File: config.mk
export PLATFORM = sky130hd
export DESIGN_NAME = data_mem
export DESIGN_NICKNAME = d
export VERILOG_FILES = /design/src/logic/mem_access_pkg.sv /design/src/logic/mem_lane_pkg.sv /design/src/logic/lane_bus_if.sv /design/src/logic/byte_bank.sv /design/src/logic/data_mem.sv /design/src/logic/load_lane_align.sv /design/src/logic/store_lane_steer.sv
export VERILOG_INCLUDE_DIRS = /design/src /design/src/logic
export SDC_FILE = /design/constraint.sdc
export NUM_CORES = 2
export LEC_CHECK = 0
export BUFFER_PORTS_ARGS = -buffer_cell sky130_fd_sc_hd__buf_2
export CAP_MARGIN = 20
export CORE_ASPECT_RATIO = 0.75
export CORE_MARGIN = 2
export CORE_UTILIZATION = 55
export CTS_CLUSTER_SIZE = 30
export DETAILED_ROUTE_END_ITERATION = 8
export PLACE_DENSITY = 0.74
export SLEW_MARGIN = 30
export SYNTH_ARGS = -nofsm -noshare
export SYNTH_HDL_FRONTEND = slang
export SYNTH_SLANG_ARGS = --single-unit
File: constraint.sdc
create_clock -name clk -period 3.47 [get_ports clk]
set_input_delay 0.347 -clock clk [delete_from_list [all_inputs] [get_ports clk]]
set_output_delay 0.347 -clock clk [all_outputs]
set_load 0.005 [all_outputs]
File: src/logic/mem_cfg.svh
/*
 * Size settings for the byte-banked data memory.
 * Included by the packages and by every RTL file that sizes its own vectors.
 */
`ifndef MEM_CFG_SVH
`define MEM_CFG_SVH

`define MEM_ADDR_W 8   // Byte address width
`define MEM_LANES  4   // Byte lanes per word
`define MEM_LANE_W 8   // Bits per lane

`endif

File: src/logic/mem_access_pkg.sv
/*
 * CPU-side view of a memory access.
 * Access size, sign flag, data word and byte address types.
 */
`include "mem_cfg.svh"

package mem_access_pkg;

    // Load/store width, encoded as in the core
    typedef enum logic [1:0] {
        NONE = 2'd0,
        BYTE = 2'd1,
        HALF = 2'd2,
        WORD = 2'd3
    } mem_size_e;

    typedef logic mem_sign_t;  // High for LB/LH, low for LBU/LHU

    typedef logic [`MEM_LANES*`MEM_LANE_W-1:0] mem_word_t;
    typedef logic [`MEM_ADDR_W-1:0]            mem_addr_t;

endpackage

File: src/logic/mem_lane_pkg.sv
/*
 * Bank-side view of the memory.
 * Types for lane masks, byte offsets, per-bank word addresses and stored bytes.
 */
`include "mem_cfg.svh"

package mem_lane_pkg;

    // One write enable per byte bank
    typedef logic [`MEM_LANES-1:0] lane_mask_t;

    // Byte offset inside a word
    typedef logic [$clog2(`MEM_LANES)-1:0] lane_idx_t;

    // Word address seen by each bank
    typedef logic [`MEM_ADDR_W-3:0] lane_addr_t;

    typedef logic [`MEM_LANE_W-1:0] lane_byte_t;

endpackage

File: src/logic/lane_bus_if.sv
/*
 * Per-lane write and read controls from the store steering logic to the banks.
 * The steer side drives everything; each bank picks out its own lane.
 */
`timescale 1ns/1ps
`include "mem_cfg.svh"

interface lane_bus_if
    import mem_lane_pkg::*;
();

    lane_mask_t wmask;                    // Lanes written this cycle
    lane_addr_t waddr [`MEM_LANES];
    lane_byte_t wbyte [`MEM_LANES];       // Already rotated into lane order
    lane_addr_t raddr [`MEM_LANES];
    logic       ren;

    modport steer (
        output wmask,
        output waddr,
        output wbyte,
        output raddr,
        output ren
    );

    modport bank (
        input wmask,
        input waddr,
        input wbyte,
        input raddr,
        input ren
    );

endinterface

File: src/logic/byte_bank.sv
/*
 * One byte-wide RAM bank, selected by LANE.
 * Synchronous write and registered read; a read and a write to the same
 * address in one cycle return the previous byte.
 */
`timescale 1ns/1ps
`include "mem_cfg.svh"

module byte_bank
    import mem_lane_pkg::*;
#(
    parameter int LANE = 0  // Which lane of the bus this bank serves
) (
    input  logic           clk,
    lane_bus_if.bank       i_lanes,
    output lane_byte_t     o_byte
);

    localparam int DEPTH = 2 ** (`MEM_ADDR_W - 2);

    lane_byte_t mem [DEPTH];

    always_ff @(posedge clk) begin
        if (i_lanes.wmask[LANE]) begin
            mem[i_lanes.waddr[LANE]] <= i_lanes.wbyte[LANE];
        end
    end

    // Nonblocking read sees the old contents
    always_ff @(posedge clk) begin
        if (i_lanes.ren) begin
            o_byte <= mem[i_lanes.raddr[LANE]];
        end
    end

endmodule

File: src/logic/data_mem.sv
/*
 * Byte-addressed data memory for loads and stores of a small RISC-V core.
 * Separate write and read ports; load data appears two edges after i_ren.
 */
`timescale 1ns/1ps
`include "mem_cfg.svh"

module data_mem
    import mem_access_pkg::*;
    import mem_lane_pkg::*;
(
    input  logic      clk,
    input  logic      i_rst,
    input  logic      i_wen,
    input  mem_addr_t i_waddr,
    input  mem_size_e i_wsize,
    input  mem_word_t i_wdata,
    input  logic      i_ren,
    input  mem_addr_t i_raddr,
    input  mem_size_e i_rsize,
    input  mem_sign_t i_rsigned,
    output mem_word_t o_dout
);

    lane_idx_t  rd_off;
    mem_size_e  rd_size;
    mem_sign_t  rd_signed;
    logic       rd_valid;
    lane_byte_t bank_bytes [`MEM_LANES];

    lane_bus_if u_lanes ();

    store_lane_steer u_steer (
        .clk       (clk),
        .i_rst     (i_rst),
        .i_wen     (i_wen),
        .i_waddr   (i_waddr),
        .i_wsize   (i_wsize),
        .i_wdata   (i_wdata),
        .i_ren     (i_ren),
        .i_raddr   (i_raddr),
        .i_rsize   (i_rsize),
        .i_rsigned (i_rsigned),
        .o_lanes   (u_lanes.steer),
        .o_roff    (rd_off),
        .o_rsize   (rd_size),
        .o_rsigned (rd_signed),
        .o_rvalid  (rd_valid)
    );

    for (genvar i = 0; i < `MEM_LANES; i++) begin : g_bank
        byte_bank #(
            .LANE (i)
        ) u_bank (
            .clk     (clk),
            .i_lanes (u_lanes.bank),
            .o_byte  (bank_bytes[i])
        );
    end

    load_lane_align u_align (
        .clk       (clk),
        .i_rst     (i_rst),
        .i_bytes   (bank_bytes),
        .i_roff    (rd_off),
        .i_rsize   (rd_size),
        .i_rsigned (rd_signed),
        .i_rvalid  (rd_valid),
        .o_dout    (o_dout)
    );

endmodule

File: src/logic/load_lane_align.sv
/*
 * Load side of the data memory.
 * Rotates the bank bytes so the addressed byte lands in bits 7:0, then
 * zero- or sign-extends by load size and registers the result.
 */
`timescale 1ns/1ps
`include "mem_cfg.svh"

module load_lane_align
    import mem_access_pkg::*;
    import mem_lane_pkg::*;
(
    input  logic       clk,
    input  logic       i_rst,
    input  lane_byte_t i_bytes [`MEM_LANES],
    input  lane_idx_t  i_roff,
    input  mem_size_e  i_rsize,
    input  mem_sign_t  i_rsigned,
    input  logic       i_rvalid,
    output mem_word_t  o_dout
);

    mem_word_t bank_word;
    mem_word_t rot_word;
    mem_word_t ext_word;
    logic      sign_bit;

    always_comb begin
        for (int i = 0; i < `MEM_LANES; i++) begin
            bank_word[i*`MEM_LANE_W +: `MEM_LANE_W] = i_bytes[i];
        end
    end

    // Rotate right by the byte offset
    assign rot_word = mem_word_t'({bank_word, bank_word} >> (i_roff * `MEM_LANE_W));

    always_comb begin
        sign_bit = 1'b0;
        case (i_rsize)
            BYTE: begin
                sign_bit = i_rsigned & rot_word[7];
                ext_word = {{24{sign_bit}}, rot_word[7:0]};
            end
            HALF: begin
                sign_bit = i_rsigned & rot_word[15];
                ext_word = {{16{sign_bit}}, rot_word[15:0]};
            end
            WORD:    ext_word = rot_word;
            default: ext_word = '0;  // No access size
        endcase
    end

    always_ff @(posedge clk) begin
        if (i_rst) begin
            o_dout <= '0;
        end else if (i_rvalid) begin
            o_dout <= ext_word;
        end
    end

    // Output only moves on the edge after a read reached the banks
    a_dout_hold: assert property (@(posedge clk) disable iff (i_rst)
        !$past(i_rvalid) |-> $stable(o_dout));

endmodule

File: src/logic/store_lane_steer.sv
/*
 * Maps byte addresses and access sizes onto the four byte banks.
 * Lanes below the byte offset go to the next word; the read offset and size
 * are held one cycle so they meet the bank output at the aligner.
 */
`timescale 1ns/1ps
`include "mem_cfg.svh"

module store_lane_steer
    import mem_access_pkg::*;
    import mem_lane_pkg::*;
(
    input  logic             clk,
    input  logic             i_rst,
    input  logic             i_wen,
    input  mem_addr_t        i_waddr,
    input  mem_size_e        i_wsize,
    input  mem_word_t        i_wdata,
    input  logic             i_ren,
    input  mem_addr_t        i_raddr,
    input  mem_size_e        i_rsize,
    input  mem_sign_t        i_rsigned,
    lane_bus_if.steer        o_lanes,
    output lane_idx_t        o_roff,
    output mem_size_e        o_rsize,
    output mem_sign_t        o_rsigned,
    output logic             o_rvalid
);

    lane_idx_t  w_off;
    lane_idx_t  r_off;
    lane_addr_t w_word;
    lane_addr_t r_word;
    lane_mask_t w_smask;
    mem_word_t  w_rot;

    // Lanes touched by an access at offset zero
    function automatic lane_mask_t size_mask(input mem_size_e size);
        case (size)
            BYTE:    size_mask = lane_mask_t'(1);
            HALF:    size_mask = lane_mask_t'(3);
            WORD:    size_mask = '1;
            default: size_mask = '0;
        endcase
    endfunction

    assign w_off   = i_waddr[1:0];
    assign r_off   = i_raddr[1:0];
    assign w_word  = i_waddr[`MEM_ADDR_W-1:2];
    assign r_word  = i_raddr[`MEM_ADDR_W-1:2];
    assign w_smask = size_mask(i_wsize);

    // Rotate left by the offset, upper half of the doubled word
    assign w_rot = mem_word_t'(({i_wdata, i_wdata} << (w_off * `MEM_LANE_W)) >> $bits(mem_word_t));

    always_comb begin
        o_lanes.wmask = '0;
        for (int i = 0; i < `MEM_LANES; i++) begin
            if (i_wen)
                o_lanes.wmask[(i + w_off) % `MEM_LANES] = w_smask[i];
            // Lanes below the offset wrap into the next word
            o_lanes.waddr[i] = w_word + lane_addr_t'(i < w_off);
            o_lanes.raddr[i] = r_word + lane_addr_t'(i < r_off);
            o_lanes.wbyte[i] = w_rot[i*`MEM_LANE_W +: `MEM_LANE_W];
        end
        o_lanes.ren = i_ren;
    end

    // Read attributes travel alongside the bank read
    always_ff @(posedge clk) begin
        if (i_rst) begin
            o_roff    <= '0;
            o_rsize   <= NONE;
            o_rsigned <= 1'b0;
            o_rvalid  <= 1'b0;
        end else begin
            o_rvalid <= i_ren;
            if (i_ren) begin
                o_roff    <= r_off;
                o_rsize   <= i_rsize;
                o_rsigned <= i_rsigned;
            end
        end
    end

    a_wsize_valid: assert property (@(posedge clk) disable iff (i_rst)
        i_wen |-> i_wsize != NONE);

    a_rsize_valid: assert property (@(posedge clk) disable iff (i_rst)
        i_ren |-> i_rsize != NONE);

endmodule

== Word level (Yosys, flattened, before mapping) ==
Memories as Yosys holds them, arrays and structs flattened. A register that Yosys moved wholly into a read port is not among the register bits.
Cells that the tools add are included.
Word-level totals
  input port bits: 57
  bits in latches: 0
  bits in read-only memories: 0
  memory bits (writable): 2048
  logic and storage cells: 72
  memories kept: 4
  output and inout port bits: 32
  register bits after elaboration: 38
Memories
  g_bank[0].u_bank.mem: depth 64, bits a word 8, rd ports 1, clocked after Yosys merged registers in 1, write ports 1, line byte_bank.sv:21  | lane_byte_t mem [DEPTH];
  g_bank[1].u_bank.mem: depth 64, bits a word 8, rd ports 1, clocked after Yosys merged registers in 1, write ports 1, line byte_bank.sv:21
  g_bank[2].u_bank.mem: depth 64, bits a word 8, rd ports 1, clocked after Yosys merged registers in 1, write ports 1, line byte_bank.sv:21
  g_bank[3].u_bank.mem: depth 64, bits a word 8, rd ports 1, clocked after Yosys merged registers in 1, write ports 1, line byte_bank.sv:21
Operators by class
  muxes and demuxes: 25
  magnitude comparators: 14
  reduce and logical (&&, ||, !) cells: 4
  div/mod/pow operators: 0
  eq/ne operators: 6
  add/sub/neg operators: 9
  shifts and indexed selects: 2
  multipliers: 0
  bitwise operators: 3
Operators with widths (count)
  32-bit one-hot mux with 3 select lines: 1
  64-bit by 5-bit << shifter with 64-bit output: 1
  64-bit by 5-bit right shift with 32-bit output: 1
  6-bit by 1-bit adder with 6-bit output: 6
  4-bit two-way mux: 4
  4-bit bitwise mux: 3
  2-bit by 3-bit less-than comparator with 1-bit output (second input constant): 4
  1-bit two-way mux: 12
  4-bit one-hot mux with 3 select lines: 1
  1-bit demux with 2-bit select: 4
  2-bit == test (second input constant): 4
  2-bit by 1-bit >= comparator with 1-bit output (second input constant): 4
  1-bit by 2-bit less-than comparator with 1-bit output (first input constant): 4
  2-bit adder (first input constant): 2
  4-bit AND: 1
  2-bit by 1-bit == test with 1-bit output (second input constant): 2
  1-bit logical AND: 4
  2-bit less-than comparator (first input constant): 2
  1-bit by 2-bit adder with 2-bit output (first input constant): 1
  1-bit AND: 2

== Logic depth before layout (Yosys ltp) ==
  word-level depth: 14
  gate-level depth with buffers: 13
  depth with buffers taken out: 9

== Modules after synthesis ==
Synthesis repeated with hierarchy kept, for this count alone.
Second synthesis, totals
  cell total of the unflattened synthesis: 4108
  area, all modules: 84642.4 µm²
By module, submodules not included
  byte_bank: seq. area each 15615.0 µm², instances 4, cells an instance 940, area each 20246.9 µm²
  load_lane_align: seq. area each 640.6 µm², instances 1, cells an instance 196, area each 1940.6 µm²
  store_lane_steer: seq. area each 120.1 µm², instances 1, cells an instance 152, area each 1714.1 µm²

== Worst setup path before layout ==
OpenSTA, ideal clock, no wires.
  kind: input to register
  start point: input i_waddr[1]
  end point: memory g_bank[2].u_bank.mem[26][0] (netlist bit) (enable)
  data required time: 3.100 ns
  buffers on the path: 5
  path slack: -0.266 ns
  library setup time: 0.370 ns
  arrival: 3.366 ns
  stages: 13
  cells stage by stage: clkbuf_1 -> clkbuf_1 -> clkbuf_1 -> and2_1 -> ha_1 -> ha_1 -> clkbuf_1 -> nand2_1 -> o22ai_1 -> a32oi_1 -> or2_2 -> clkbuf_1 -> nor2_1
Between the ends
  cells in the longest elaborated chain, start to end: 14
  elaborated cells on any way between the ends: 35
  those cells by class: 4 x add/sub; 9 x order compare; 17 x mux; 1 x bitwise; 4 x reduce/logical
RTL lines
  from (decl): line data_mem.sv:15  | input mem_addr_t i_waddr,
  branches (longest 14 deep; another with 2-bit by 3-bit less-than comparator with 1-bit output)
  to (decl): line byte_bank.sv:21
Parallel ways; which one is timed is not known.

== Worst setup path after layout ==
  start point: input i_raddr[1]
  end point: register g_bank[2].u_bank.o_byte[3] (read register of g_bank[2].u_bank.mem) (data pin)
Between the ends
  cells in the longest elaborated chain, start to end: 2
RTL lines
  from (decl): line data_mem.sv:19  | input mem_addr_t i_raddr,
  2-bit less-than comparator: line store_lane_steer.sv:63  | o_lanes.raddr[i] = r_word + lane_addr_t'(i < r_off);
  6-bit by 1-bit adder with 6-bit output: line store_lane_steer.sv:63
  to (decl): line byte_bank.sv:16  | output lane_byte_t o_byte
Every way passes these cells.
A chain may end at the register's enable or synchronous reset.

==> flow_summary_export.csv <==
group,metric,value,unit
critical_path,path_max_fanout,7,
clock_tree,numCtsBuffers,190,
clock_tree,cts_resized,0,
global_route,first_global_vias,42100,
logic_synthesis,synth_edf_count,2080,
sta,setup_ws,0.238,ns
critical_path,reg2reg_to,"u_align.o_dout[25]$_SDFFE_PP0P_",
logic_synthesis,yosysMostFrequentCell,"edfxtp_1",
global_route,grt_first_pass_wirelength,297,mm
die,start_util,0.553,
final_layout,syn2layout_area_growth,13.7,%
min_path,min_from,"i_rst",
die,die_h,342,um
clock_tree,htreeDepth,4,
sta,fmax,309,MHz
critical_path,rrSetupSlack,0.37,ns
final_layout,drive_gt1_frac,0.317,
clock_tree,cts.clk_slew.worst_paths,0.07,ns
detailed_routing,wl,204,mm
global_route,gr-usage-all-layers,0.267,
global_route,antenna_found_initial,11,
clock_tree,insertion_delay,0.83,ns
detailed_routing,wire_per_inst,31.4,um
detailed_routing,met2_length,97.3,mm
critical_path,crit_type,"in -> reg",
logic_synthesis,yosysWarnings,0,
logic_synthesis,synth_top_area_cell,"edfxtp_1",
detailed_routing,vias_per_cell,6.47,
power_and_ir_drop,power.leakage,0.0303,uW
detailed_routing,wl_met3,20.5,mm
die,floorplan.rows,124,
critical_path,cp-start-kind,"primary input",
min_path,min_to,"u_align.o_dout[17]$_SDFFE_PP0P_",
clock_tree,cts_tree,"built",
clock_tree,post_cts.repair.setup_buffers,0,
global_route,grt_max_degree,65,
clock_tree,cts_root_buffer,"clkbuf_16",
logic_synthesis,synth-async-reset-ratio,0,
run_status,status,"finished, final reports clean",
placed_design,dpl.cell_count,6157,
sta,report.final.hold_viol_count,0,
sta,setup_viol,0,
logic_synthesis,synth.distinct_cells,47,
critical_path,r2r_start,"g_bank[2].u_bank.o_byte[7]$_DFFE_PP_",
sta,min_period_over_period,0.932,
sta,rsz0062_at_grt,"false",
sta,period_minus_slack,3.23,ns
sta,worstMarginPinSlew,0.990,ns
detailed_routing,drt-initial-drc-count,5919,
detailed_routing,drtPass1Iterations,9,
placed_design,pre_cts_ws,-0.0208,ns
power_and_ir_drop,powerDensity,567,nW/um^2
critical_path,worstSetupEndpointType,"flip-flop",
final_layout,post-route-util,0.628,
detailed_routing,drt.antenna.violating_nets,0,
die,die_x,455,um
detailed_routing,wl_met1,79.3,mm
sta,finalClockSkew,0.0387,ns
final_layout,fin_cells,6511,
sta,slew_headroom,0.340,
job,cap_viol_max_count,0,
placed_design,post-dp-hpwl,130,mm
die,ios,89,
power_and_ir_drop,power.total,54200,uW
min_path,hold_path_class,"in -> reg",
critical_path,reg2reg_depth,6,
placed_design,port_buffers,88,
detailed_routing,top_layer,"met5",
logic_synthesis,synth_area,84000,sq um
sta,whs,0.135,ns
min_path,hold_depth,2,
final_layout,nFillCells,9977,
placed_design,place_congestion,0.882,
detailed_routing,drc,0,
global_route,grt_overflow,0,
critical_path,cp.arrival,3.78,ns
logic_synthesis,netlist_instances,3895,
logic_synthesis,synth_area_leaders,"edfxtp_1, mux4_2, nor2_1",
power_and_ir_drop,ir_drop,0.000551,V
logic_synthesis,synth_seq_cells,2118,
die,core-area,152000,sq um
clock_tree,clk_path_buf_depth,3,
critical_path,crit_required,4.02,ns
clock_tree,numClockSinks,2118,
sta,maxSlewViolCount,0,
die,dieArea,156000,sq um
logic_synthesis,synth_flop_cell,"edfxtp_1",
logic_synthesis,postSynthNetCount,3964,
detailed_routing,vias,42200,
logic_synthesis,yosysSeqAreaShare,0.752,
logic_synthesis,yosys-top-cells-count,"edfxtp_1, mux4_2, nor2_1",
logic_synthesis,syn_area_per_cell,21.6,sq um
logic_synthesis,yosysTopAreaCellShare,0.743,
final_layout,nNetsFinal,4407,
[per-layer routing]
metal | track usage | vias to the layer above
met5 | 0 | -
met4 | 0.0947 | 2
met3 | 0.0513 | 391
met2 | 0.406 | 2513
met1 | 0.392 | 22000
li1 | - | 17200
[worst max-delay path, cell delays in order]
cell	delay, ns
dlygate4sd3_1	0.52
buf_2	0.26
and2_1	0.21
ha_4	0.15
nand3_1	0.16
or2_2	0.38
xnor2_1	0.74
nor2_1	0.34
a22oi_1	0.53
nand2_1	0.11
[timing repair]
| item | 4_1_cts | 5_1_grt |
|---|---|---|
| endpoints found under the hold margin | 5 | 0 |
| hold buffers | 5 | 0 |
| endpoints found under the setup margin | 0 | 0 |
[sequential cells by signal, summed over array words and instances, names as in the netlist]
name	flops
u_steer.o_roff	2
u_steer.o_rsize	2
g_bank.u_bank.o_byte	32
u_steer.o_rsigned	1
u_align.o_dout	32
g_bank.u_bank.mem	2048
u_steer.o_rvalid	1
[per-stage QoR]
step	setup TNS (ns)	cell area (sq um)
floorplan	0	84000
detailed placement	-0.0208	89500
CTS	0	95500
global placement	-0.00679	89500
global route	0	95600
finish	0	95600
[worst max-delay path by stage]
stage | to | cells past startpoint | start
4_1_cts | g_bank[0].u_bank.o_byte[6]$_DFFE_PP_ | 11 | i_raddr[1]
5_1_grt | g_bank[2].u_bank.o_byte[3]$_DFFE_PP_ | 10 | i_raddr[1]
2_1_floorplan | g_bank[2].u_bank.mem[16][0]$_DFFE_PP_ | 12 | i_waddr[1]
3_5_place_dp | g_bank[0].u_bank.o_byte[6]$_DFFE_PP_ | 9 | i_raddr[1]
3_3_place_gp | g_bank[0].u_bank.o_byte[6]$_DFFE_PP_ | 10 | i_raddr[1]
6_report | g_bank[2].u_bank.o_byte[3]$_DFFE_PP_ | 10 | i_raddr[1]
[cell usage in the layout (no fill, tap or decap), drive strengths merged, types with 10 or more instances in the layout]
cell,instances
nor2b,20
nand3,67
bufinv,16
a31oi,12
nand4,10
a211oi,13
dfxtp,38
inv,19
nand2,139
xor2,14
mux4,672
mux2i,48
nand2b,10
and3,12
clkbuf,240
a22oi,29
a21oi,78
ha,12
edfxtp,2080
nor2,330
xnor2,15
buf,460
clkinv,71
o21ai,10
[power breakdown]
group	leakage, uW	internal (uW)	switching [uW]
Combinational	0.00840	1940	2790
Clock	0.00290	11400	9180
Sequential	0.0190	28700	166
Total	0.0303	42000	12100
[final cells by class]
class,count,area [sq um],area share
Timing Repair Buffer,466,3820,0.0400
Sequential cell,2118,63200,0.662
Antenna cell,6,15.0,0.000157
Multi-Input combinational cell,1555,20000,0.209
Inverter,7,26.3,0.000275
Clock inverter,104,983,0.0103
Tap cell,2016,2520,0.0264
Clock buffer,239,4990,0.0522
[logic make-up (layout without fill, tap and decap cells)]
kind of cell / after synthesis / after routing / synth area share
AOI/OAI and AO/OA: 175 / 175 / 0.0131
xor gates and xnor gates: 29 / 29 / 0.00338
adders and majority gates: 12 / 12 / 0.00179
buffers and inverters: 222 / 816 / 0.0121
DFF: 2118 / 2118 / 0.752
muxes: 722 / 722 / 0.186
other: 0 / 6 / 0
and+or+nand+nor: 617 / 617 / 0.0311
Power figures use the tool's default switching activity.
